$ cat src/scene_pkg.sv
`default_nettype none

package scene_pkg;

    // Coordinate and model widths
    localparam int coord_w = 16;
    localparam int model_w = 8;

    // Width of the repeat field in a placement command
    localparam int count_w = 6;

    // Unsigned, wraps modulo 2^16
    typedef logic [coord_w-1:0] coord_t;

    typedef logic [model_w-1:0] model_id_t;

    // Placement command opcodes
    typedef enum logic [1:0] {
        op_single   = 2'd0,
        op_row      = 2'd1,
        op_column   = 2'd2,
        op_diagonal = 2'd3
    } scene_op_e;

endpackage

`default_nettype wire

$ cat src/instance_emitter.sv
`timescale 1ns/100ps
`default_nettype none

module instance_emitter (
    input  wire logic                             clk,
    input  wire logic                             rstn,

    input  wire logic                             cmd_valid,
    output logic                                  cmd_ready,
    input  wire scene_pkg::scene_op_e             cmd_op,
    input  wire scene_pkg::model_id_t             cmd_model,
    input  wire scene_pkg::coord_t                cmd_x,
    input  wire scene_pkg::coord_t                cmd_y,
    input  wire scene_pkg::coord_t                cmd_step,
    input  wire logic [scene_pkg::count_w-1:0]    cmd_count,
    input  wire logic                             cmd_last,

    output logic                                  inst_valid,
    input  wire logic                             inst_ready,
    output scene_pkg::model_id_t                  inst_model,
    output scene_pkg::coord_t                     inst_x,
    output scene_pkg::coord_t                     inst_y,
    output logic                                  inst_last
);
    import scene_pkg::*;

    typedef enum logic {
        st_idle,
        st_emit
    } state_e;

    state_e                state;
    scene_op_e             op_q;
    model_id_t             model_q;
    coord_t                x_q;
    coord_t                y_q;
    coord_t                step_q;
    logic [count_w-1:0]    remain;
    logic                  last_q;
    logic                  xfer;

    assign cmd_ready  = (state == st_idle);
    assign inst_valid = (state == st_emit);
    assign inst_model = model_q;
    assign inst_x     = x_q;
    assign inst_y     = y_q;
    assign inst_last  = last_q && (remain == '0);

    assign xfer = inst_valid && inst_ready;

    // Control state
    always_ff @(posedge clk or negedge rstn) begin
        if (!rstn) begin
            state  <= st_idle;
            remain <= '0;
        end else begin
            case (state)
                st_idle: begin
                    if (cmd_valid) begin
                        state <= st_emit;
                        // Single placement ignores the repeat field
                        remain <= (cmd_op == op_single) ? '0 : cmd_count;
                    end
                end
                st_emit: begin
                    if (xfer) begin
                        if (remain == '0) begin
                            state <= st_idle;
                        end else begin
                            remain <= remain - 1'b1;
                        end
                    end
                end
                default: state <= st_idle;
            endcase
        end
    end

    // Command latch and position stepping
    always_ff @(posedge clk) begin
        if (cmd_valid && cmd_ready) begin
            op_q    <= cmd_op;
            model_q <= cmd_model;
            x_q     <= cmd_x;
            y_q     <= cmd_y;
            step_q  <= cmd_step;
            last_q  <= cmd_last;
        end else if (xfer) begin
            if (op_q == op_row || op_q == op_diagonal) begin
                x_q <= x_q + step_q;
            end
            if (op_q == op_column || op_q == op_diagonal) begin
                y_q <= y_q + step_q;
            end
        end
    end

endmodule

`default_nettype wire

$ cat src/scene_bounds.sv
`timescale 1ns/100ps
`default_nettype none

module scene_bounds #(
    parameter int TRANSFORM_COUNT = 50
) (
    input  wire logic                                clk,
    input  wire logic                                rstn,

    input  wire logic                                scene_valid,
    output logic                                     scene_ready,
    input  wire scene_pkg::model_id_t                scene_model,
    input  wire scene_pkg::coord_t                   scene_x,
    input  wire scene_pkg::coord_t                   scene_y,
    input  wire logic                                scene_last,

    output logic                                     result_valid,
    input  wire logic                                result_ready,
    output logic [$clog2(TRANSFORM_COUNT+1)-1:0]     result_count,
    output scene_pkg::coord_t                        result_min_x,
    output scene_pkg::coord_t                        result_max_x,
    output scene_pkg::coord_t                        result_min_y,
    output scene_pkg::coord_t                        result_max_y
);
    import scene_pkg::*;

    localparam int CNT_W = $clog2(TRANSFORM_COUNT + 1);

    logic [CNT_W-1:0] acc_count;
    coord_t           acc_min_x;
    coord_t           acc_max_x;
    coord_t           acc_min_y;
    coord_t           acc_max_y;

    logic [CNT_W-1:0] nxt_count;
    coord_t           nxt_min_x;
    coord_t           nxt_max_x;
    coord_t           nxt_min_y;
    coord_t           nxt_max_y;
    logic             first;
    logic             xfer;

    // Model id is not needed for count or bounds
    assign scene_ready = !result_valid;
    assign xfer        = scene_valid && scene_ready;
    assign first       = (acc_count == '0);

    // Running values including the current instance
    always_comb begin
        nxt_count = acc_count + 1'b1;
        if (first) begin
            nxt_min_x = scene_x;
            nxt_max_x = scene_x;
            nxt_min_y = scene_y;
            nxt_max_y = scene_y;
        end else begin
            nxt_min_x = (scene_x < acc_min_x) ? scene_x : acc_min_x;
            nxt_max_x = (scene_x > acc_max_x) ? scene_x : acc_max_x;
            nxt_min_y = (scene_y < acc_min_y) ? scene_y : acc_min_y;
            nxt_max_y = (scene_y > acc_max_y) ? scene_y : acc_max_y;
        end
    end

    always_ff @(posedge clk or negedge rstn) begin
        if (!rstn) begin
            acc_count    <= '0;
            result_valid <= 1'b0;
        end else begin
            if (result_valid && result_ready) begin
                result_valid <= 1'b0;
            end
            if (xfer) begin
                // Scene closes, restart the count for the next one
                acc_count <= scene_last ? '0 : nxt_count;
                if (scene_last) begin
                    result_valid <= 1'b1;
                end
            end
        end
    end

    always_ff @(posedge clk) begin
        if (xfer) begin
            acc_min_x <= nxt_min_x;
            acc_max_x <= nxt_max_x;
            acc_min_y <= nxt_min_y;
            acc_max_y <= nxt_max_y;
            if (scene_last) begin
                result_count <= nxt_count;
                result_min_x <= nxt_min_x;
                result_max_x <= nxt_max_x;
                result_min_y <= nxt_min_y;
                result_max_y <= nxt_max_y;
            end
        end
    end

endmodule

`default_nettype wire

$ cat src/scene_buffer.sv
`timescale 1ns/100ps
`default_nettype none

module scene_buffer #(
    parameter int SCENE_COUNT     = 2,
    parameter int TRANSFORM_COUNT = 50
) (
    input  wire logic                  clk,
    input  wire logic                  rstn,

    input  wire logic                  inst_valid,
    output logic                       inst_ready,
    input  wire scene_pkg::model_id_t  inst_model,
    input  wire scene_pkg::coord_t     inst_x,
    input  wire scene_pkg::coord_t     inst_y,
    input  wire logic                  inst_last,

    output logic                       scene_valid,
    input  wire logic                  scene_ready,
    output scene_pkg::model_id_t       scene_model,
    output scene_pkg::coord_t          scene_x,
    output scene_pkg::coord_t          scene_y,
    output logic                       scene_last
);
    import scene_pkg::*;

    // Index must be able to hold the full count
    localparam int IDX_W  = $clog2(TRANSFORM_COUNT + 1);
    localparam int SLOT_W = (SCENE_COUNT > 1) ? $clog2(SCENE_COUNT) : 1;

    localparam logic [IDX_W-1:0]  IDX_FULL  = IDX_W'(TRANSFORM_COUNT);
    localparam logic [SLOT_W-1:0] SLOT_LAST = SLOT_W'(SCENE_COUNT - 1);

    model_id_t mem_model [SCENE_COUNT][TRANSFORM_COUNT];
    coord_t    mem_x     [SCENE_COUNT][TRANSFORM_COUNT];
    coord_t    mem_y     [SCENE_COUNT][TRANSFORM_COUNT];

    // Index of the last stored instance per slot
    logic [IDX_W-1:0]      slot_size     [SCENE_COUNT];
    logic [SCENE_COUNT-1:0] slot_complete;

    logic [SLOT_W-1:0]     wr_slot;
    logic [SLOT_W-1:0]     rd_slot;
    logic [IDX_W-1:0]      wr_idx;
    logic [IDX_W-1:0]      rd_idx;
    logic                  wr_en;
    logic                  rd_en;
    logic                  rd_done;

    assign inst_ready = !(slot_complete[wr_slot] || (wr_idx == IDX_FULL));
    assign wr_en      = inst_valid && inst_ready;

    assign scene_valid = slot_complete[rd_slot];
    assign scene_model = mem_model[rd_slot][rd_idx];
    assign scene_x     = mem_x[rd_slot][rd_idx];
    assign scene_y     = mem_y[rd_slot][rd_idx];

    assign rd_en      = scene_valid && scene_ready;
    assign rd_done    = (rd_idx == slot_size[rd_slot]);
    assign scene_last = rd_en && rd_done;

    // Instance storage
    always_ff @(posedge clk) begin
        if (wr_en) begin
            mem_model[wr_slot][wr_idx] <= inst_model;
            mem_x[wr_slot][wr_idx]     <= inst_x;
            mem_y[wr_slot][wr_idx]     <= inst_y;
        end
    end

    always_ff @(posedge clk or negedge rstn) begin
        if (!rstn) begin
            wr_slot       <= '0;
            rd_slot       <= '0;
            wr_idx        <= '0;
            rd_idx        <= '0;
            slot_complete <= '0;
            for (int i = 0; i < SCENE_COUNT; i++) begin
                slot_size[i] <= '0;
            end
        end else begin
            // Write side
            if (wr_en) begin
                slot_size[wr_slot] <= wr_idx;
                wr_idx             <= wr_idx + 1'b1;
                if (inst_last) begin
                    slot_complete[wr_slot] <= 1'b1;
                    wr_idx                 <= '0;
                    wr_slot <= (wr_slot == SLOT_LAST) ? '0 : wr_slot + 1'b1;
                end
            end

            // Read side, write never targets a complete slot
            if (rd_en) begin
                if (!rd_done) begin
                    rd_idx <= rd_idx + 1'b1;
                end else begin
                    slot_complete[rd_slot] <= 1'b0;
                    rd_idx                 <= '0;
                    rd_slot <= (rd_slot == SLOT_LAST) ? '0 : rd_slot + 1'b1;
                end
            end
        end
    end

endmodule

`default_nettype wire

$ cat src/scene_pipe_top.sv
`timescale 1ns/100ps
`default_nettype none

module scene_pipe_top #(
    parameter int SCENE_COUNT     = 2,
    parameter int TRANSFORM_COUNT = 50
) (
    input  wire logic                                clk,
    input  wire logic                                rstn,

    input  wire logic                                cmd_valid,
    output logic                                     cmd_ready,
    input  wire scene_pkg::scene_op_e                cmd_op,
    input  wire scene_pkg::model_id_t                cmd_model,
    input  wire scene_pkg::coord_t                   cmd_x,
    input  wire scene_pkg::coord_t                   cmd_y,
    input  wire scene_pkg::coord_t                   cmd_step,
    input  wire logic [scene_pkg::count_w-1:0]       cmd_count,
    input  wire logic                                cmd_last,

    output logic                                     result_valid,
    input  wire logic                                result_ready,
    output logic [$clog2(TRANSFORM_COUNT+1)-1:0]     result_count,
    output scene_pkg::coord_t                        result_min_x,
    output scene_pkg::coord_t                        result_max_x,
    output scene_pkg::coord_t                        result_min_y,
    output scene_pkg::coord_t                        result_max_y
);
    import scene_pkg::*;

    // Instance stream
    logic      inst_valid;
    logic      inst_ready;
    model_id_t inst_model;
    coord_t    inst_x;
    coord_t    inst_y;
    logic      inst_last;

    // Scene stream
    logic      scene_valid;
    logic      scene_ready;
    model_id_t scene_model;
    coord_t    scene_x;
    coord_t    scene_y;
    logic      scene_last;

    instance_emitter i_instance_emitter (
        .clk        (clk),
        .rstn       (rstn),
        .cmd_valid  (cmd_valid),
        .cmd_ready  (cmd_ready),
        .cmd_op     (cmd_op),
        .cmd_model  (cmd_model),
        .cmd_x      (cmd_x),
        .cmd_y      (cmd_y),
        .cmd_step   (cmd_step),
        .cmd_count  (cmd_count),
        .cmd_last   (cmd_last),
        .inst_valid (inst_valid),
        .inst_ready (inst_ready),
        .inst_model (inst_model),
        .inst_x     (inst_x),
        .inst_y     (inst_y),
        .inst_last  (inst_last)
    );

    scene_buffer #(
        .SCENE_COUNT     (SCENE_COUNT),
        .TRANSFORM_COUNT (TRANSFORM_COUNT)
    ) i_scene_buffer (
        .clk         (clk),
        .rstn        (rstn),
        .inst_valid  (inst_valid),
        .inst_ready  (inst_ready),
        .inst_model  (inst_model),
        .inst_x      (inst_x),
        .inst_y      (inst_y),
        .inst_last   (inst_last),
        .scene_valid (scene_valid),
        .scene_ready (scene_ready),
        .scene_model (scene_model),
        .scene_x     (scene_x),
        .scene_y     (scene_y),
        .scene_last  (scene_last)
    );

    scene_bounds #(
        .TRANSFORM_COUNT (TRANSFORM_COUNT)
    ) i_scene_bounds (
        .clk          (clk),
        .rstn         (rstn),
        .scene_valid  (scene_valid),
        .scene_ready  (scene_ready),
        .scene_model  (scene_model),
        .scene_x      (scene_x),
        .scene_y      (scene_y),
        .scene_last   (scene_last),
        .result_valid (result_valid),
        .result_ready (result_ready),
        .result_count (result_count),
        .result_min_x (result_min_x),
        .result_max_x (result_max_x),
        .result_min_y (result_min_y),
        .result_max_y (result_max_y)
    );

endmodule

`default_nettype wire

$ cat config.mk
export PLATFORM = sky130hd
export DESIGN_NAME = scene_pipe_top
export DESIGN_NICKNAME = d
export VERILOG_FILES = /design/src/scene_pkg.sv /design/src/instance_emitter.sv /design/src/scene_bounds.sv /design/src/scene_buffer.sv /design/src/scene_pipe_top.sv
export SDC_FILE = /design/constraint.sdc
export NUM_CORES = 2
export LEC_CHECK = 0
export ABC_CLOCK_PERIOD_IN_PS = 11200
export BUFFER_PORTS_ARGS = -buffer_cell sky130_fd_sc_hd__buf_2
export CORE_MARGIN = 1
export CORE_UTILIZATION = 55
export CTS_CLUSTER_DIAMETER = 60
export DETAILED_ROUTE_END_ITERATION = 12
export GPL_ROUTABILITY_DRIVEN = 1
export HOLD_SLACK_MARGIN = 0.05
export MAX_ROUTING_LAYER = met4
export PLACE_DENSITY = 0.76
export SYNTH_ARGS = -nofsm -noshare
export SYNTH_HDL_FRONTEND = slang
export SYNTH_HIERARCHICAL = 1
export SYNTH_SLANG_ARGS = --single-unit
$ cat constraint.sdc
create_clock -name clk -period 11.2 [get_ports clk]
set_input_delay 2.24 -clock clk [delete_from_list [all_inputs] [get_ports clk]]
set_output_delay 2.24 -clock clk [all_outputs]
set_load 0.1 [all_outputs]
# Yosys cells after proc, flatten, opt, wreduce, memory -nomap -nowiden
# Memories as Yosys holds them, arrays and structs flattened.
# Cells that the tools add are included.
[totals]
wordCells = 151
ramBits = 3200
n_memories = 2
output_inout_bits = 72
in_bits = 69
register_bits = 227
[classes]
n_mux = 59
bitwise = 8
reduce_logical = 27
n_eq_ne = 8
magnitude_cmp = 14
addsub = 8
[memory_table]
columns = ["memory", "words", "width", "rd", "rd_clocked_by_memory_dff", "write_ports", "line_no", "text"]
rows = [
  ["i_scene_buffer.mem_x", 2, 800, 1, 0, 1, "scene_buffer.sv:35", "coord_t mem_x [SCENE_COUNT][TRANSFORM_COUNT];"],
  ["i_scene_buffer.mem_y", 2, 800, 1, 0, 1, "scene_buffer.sv:36", "coord_t mem_y [SCENE_COUNT][TRANSFORM_COUNT];"],
]
[ops]
columns = ["op", "n"]
rows = [
  ["800-bit 2-to-1 mux", 1],
  ["16-bit 2-to-1 mux", 19],
  ["16-bit binary-select mux with 6-bit select", 2],
  ["16-bit demux with 6-bit select", 1],
  ["6-bit 2-to-1 mux", 11],
  ["16-bit adder", 2],
  ["16-bit greater-than comparator", 2],
  ["16-bit less-than comparator", 2],
  ["6-bit by 1-bit adder with 6-bit output (second input constant)", 3],
  ["1-bit 2-to-1 mux", 15],
  ["7-bit >= comparator (second input constant)", 2],
  ["6-bit inverter with 7-bit output", 2],
  ["12-bit bitwise mux", 1],
  ["6-bit zero test", 2],
  ["6-bit case mux with 2 select lines", 1],
  ["1-bit logical AND", 10],
  ["2-bit AND reduction", 5],
  ["2-bit 2-to-1 mux", 4],
  ["7-bit by 1-bit less-than comparator with 1-bit output (second input constant)", 1],
  ["6-bit demux with 1-bit select", 1],
  ["6-bit equality test", 1],
  ["6-bit equality test (second input constant)", 1],
  ["2-bit inequality test (second input constant)", 3],
  ["2-bit nonzero test", 3],
  ["other kinds (19)", 29],
]

# Longest topological paths before layout
[depth]
depth_word = 10
mapped_depth = 20
depth_no_buf = 14

# Hierarchy
# The synthesis kept the hierarchy.
[modules_own_cells]
columns = ["mod", "instances", "cells_each", "seq_area_each_um2", "area_each_um2"]
rows = [
  ["scene_buffer", 1, 7198, 120815.9, 155456.6],
  ["scene_bounds", 1, 460, 4199.0, 6776.5],
  ["instance_emitter", 1, 391, 1946.9, 3991.3],
]

# Least setup slack after synthesis
# Ideal clock, no wire load.
[synth_path]
kind = "register to register"
start = "register i_scene_buffer.wr_idx[0]"
end = "register, netlist name i_scene_buffer/mem_model[0][0]"
stages_incl_launch_ff = 8
setup_ns = 0.537
synth_period_minus_slack_ns = 6.115
n_path_buf = 1
required_time_ns = 10.663
path_slack_ns = 5.085
arrival_time_ns = 5.578
cell_sequence = "dfrtp_1 -> inv_1 -> ha_1 -> a31oi_1 -> nand2_1 -> or4_1 -> clkbuf_1 -> nor4_1"
[synth_lines]
columns = ["item", "line_no", "text"]
rows = [
  ["start: declaration", "scene_buffer.sv:44", "logic [IDX_W-1:0] wr_idx;"],
  ["start signal: assignment", "scene_buffer.sv:85", "wr_idx <= wr_idx + 1'b1;"],
]

# Worst setup path in the final report
[layout_path]
start = "register i_scene_buffer.rd_idx[1]"
end = "register i_scene_bounds.result_max_x[3], data pin"
[layout_via]
elab_chain_len = 7
[layout_lines]
columns = ["item", "line_no", "text"]
rows = [
  ["start: declaration", "scene_buffer.sv:45", "logic [IDX_W-1:0] rd_idx;"],
  ["start signal: assignment", "scene_buffer.sv:96", "rd_idx <= rd_idx + 1'b1;"],
  ["6-bit inverter with 7-bit output", "--", ""],
  ["16-bit binary-select mux with 6-bit select", "scene_buffer.sv:55", "assign scene_x = mem_x[rd_slot][rd_idx];"],
  ["16-bit 2-to-1 mux (not written as such) (2 in a row)", "scene_buffer.sv:55", ""],
  ["net scene_x[15]", "scene_pipe_top.sv:43", "coord_t scene_x;"],
  ["16-bit greater-than comparator", "scene_bounds.sv:58", "nxt_max_x = (scene_x > acc_max_x) ? scene_x : acc_max_x;"],
  ["16-bit 2-to-1 mux", "scene_bounds.sv:58", ""],
  ["16-bit 2-to-1 mux", "scene_bounds.sv:51", "if (first) begin"],
  ["net i_scene_bounds.nxt_max_x[3]", "scene_bounds.sv:37", "coord_t nxt_max_x;"],
  ["end signal: assignment", "scene_bounds.sv:91", "result_max_x <= nxt_max_x;"],
  ["end: declaration", "scene_bounds.sv:21", "output scene_pkg::coord_t result_max_x,"],
]
# The timed path passes the listed nets, and every way through them passes these cells. The select of a mux whose other input is x is not followed.
# A chain may end at the register's enable or synchronous reset.

==> qor.yml <==
syn-cell-area_um2: 136000
max-clock-path-buffers: 4
cp.depth: 14
cts_sinks: 3427
peakVddDrop_mv: 0.296
cp_slowest_cell: "nor2_4"
tightest_slew_ns: 1.42
post-route-drc-count: 0
worstHoldPathType: "reg -> reg"
vias: 71150
crit_family: "compound AO/OA/AOI/OAI gates"
cts_setup_buffers: 0
grt_antenna_before_repair: 26
power.leakage_nw: 48.5
drive_gt1_share_pct: 23.9
cp_max_fo: 113
dpl_cell_area_um2: 140000
io_pins: 141
period_needed_ns: 7.87
track_usage_pct: 29.7
die-area_um2: 249000
cts_tree: "yes"
final_nets: 7226
multi_input_area_um2: 30700
grt_max_degree: 114
dp.cells: 9923
grt_pass1_wl_um: 507000
rows: 182
wl_um: 360000
layout.area.seq_um2: 103000
fin_crit_sh_pct: 70.3
first_pass_iters: 6
crit_buf_inv: 2
start_util_pct: 55.3
place_hpwl_um: 201000
fill_cells: 16288
min_path_cells: 2
cts_buffers: 351
clock_latency_ns: 0.98
slew_headroom_pct: 5.26
grt_setup_unrepaired: "no"
fin_setup_tns_ns: 0
fmax_ghz: 0.127
synth_area_per_cell_um2: 20.1
cts_hold_buf: 0
die_x_um: 499
ant_nets: 0
status: "completed"
worstPathRequired_ns: 11.88
die_h_um: 499
maxCapViolCount: 0
worstPathCellList: "buf_12 > nor2_4 > buf_4 > a21oi_1 > a21oi_1 > o21ai_0 > a32oi_1 > ha_1 > nand4_1 > nor4_1 > a21boi_0 > or4_4 > o21ai_4 > mux2_2"
final_area_um2: 152000
cp_common_cell: "a21oi_1"
clk_pin_slew_ns: 0.07
final_core_utilization_pct: 61.6
drv_slew: 0
ys_warn_count: 6
grt_overflow: 0
first_iter_violations: 11118
io_buffers: 132
crit_type: "reg -> reg"
synthesis.nets: 6924
grt_pass1_vias: 70560
syn_inst: 6754
finalHoldViolCount: 0
finalClockSkew_ns: 0.0916
critPathMaxStageDelay_ns: 1.06
routedWlPerCell_um: 34.2
cts-root-buf: "clkbuf_16"
powerDensity_nw_per_um2: 289
reg2regPathDepth: 14
stdcell_count: 10542
gp_congestion: 0.902
cts.repair.resized: 0
cts.htree.levels: 5
worst_setup_path_start_kind: "flip-flop"
worstPathArrival_ns: 8.55
core_um2: 246000
via_per_inst: 6.75
whs_ns: 0.506
area_growth_pct: 11.5
setup_viol: 0
cp-end-kind: "flip-flop"
-- stage by stage --
step | setup slack (ns) | power, mW
after global routing | 3.43 | 45.0
after detailed placement | 3.75 | 32.3
after floorplan | 5.87 | 27.2
after CTS | 3.69 | 43.6
after global placement | 3.80 | 31.8
final | 3.33 | 43.9
-- report_power, final --
part / switching, mW / internal [mW] / total (mW)
Clock: 4.76 / 6.63 / 11.4
Sequential: 0.561 / 17.1 / 17.7
Combinational: 9.96 / 4.86 / 14.8
Total: 15.3 / 28.6 / 43.9
-- layout make-up --
class                      count  area share [%]
clock inverter               189            1.25
tap                         3220            2.66
clock buffer                 419            6.05
antenna                       11          0.0182
timing repair buffer         390            1.80
inverter                      89           0.220
multi-input combinational   2797            20.2
sequential                  3427            67.8
-- layer usage --
metal	wire, µm	global-route usage (%)	part of all wire (%)
met5	0	-	0
met2	167000	44.8	46
met1	125000	38.0	35
met4	19800	13.9	5.5
met3	47800	7.61	13
-- flip-flops by register name, indices dropped and copies added, names as in the netlist, 12 cells and up --
| name | flops |
|---|---|
| i_scene_bounds/acc_max_y | 16 |
| i_scene_buffer/slot_size | 12 |
| i_instance_emitter/inst_y | 16 |
| i_scene_buffer/mem_x | 1600 |
| i_scene_bounds/result_max_x | 16 |
| i_scene_bounds/acc_min_x | 16 |
| i_scene_bounds/result_min_y | 16 |
| i_scene_bounds/acc_min_y | 16 |
| i_scene_bounds/acc_max_x | 16 |
| i_scene_buffer/mem_y | 1600 |
| i_instance_emitter/step_q | 16 |
| i_instance_emitter/inst_x | 16 |
| i_scene_bounds/result_max_y | 16 |
| i_scene_bounds/result_min_x | 16 |
-- path summary, 6_finish.rpt --
path / from / to / slack [ns]
setup / recovery: i_scene_buffer/rd_idx[1] / i_scene_bounds/result_max_x[3] / 3.33
hold / removal: i_scene_buffer/slot_size[0] / i_scene_buffer/slot_size[0] / 0.51
setup reg to reg: i_scene_buffer/rd_idx[1] / i_scene_bounds/result_max_x[3] / 3.33
hold reg to reg: i_scene_buffer/slot_size[0] / i_scene_buffer/slot_size[0] / 0.51
max in group asynchronous: rstn / i_scene_buffer/rd_idx[2] / 9.15
min in group asynchronous: rstn / i_scene_bounds/result_valid / 1.39
-- placed cells by master (no fill, tap or decap), types with 20 or more instances in the layout --
cell	count
o221ai_1	33
xnor2_1	24
a21oi_1	182
buf_2	132
ha_1	99
a31oi_1	42
inv_1	83
a22o_1	28
nor3_1	20
clkbuf_1	62
o22ai_1	70
nor2_1	81
nand2_1	278
clkinv_1	58
a22oi_1	85
clkinv_2	64
a211oi_1	55
bufinv_16	35
edfxtp_1	3385
nor2_4	100
o21ai_0	108
a221oi_1	64
mux2i_1	517
dfrtp_1	35
mux2_2	99
clkbuf_16	357
nand3_1	37
mux4_2	584
buf_4	247
-- tightest hold or removal path, cell delays in order, from the launching register on --
cell	delay, ns
dfrtp_1	0.35
nand2_1	0.05
o21ai_0	0.07
Power figures use the tool's default switching activity.
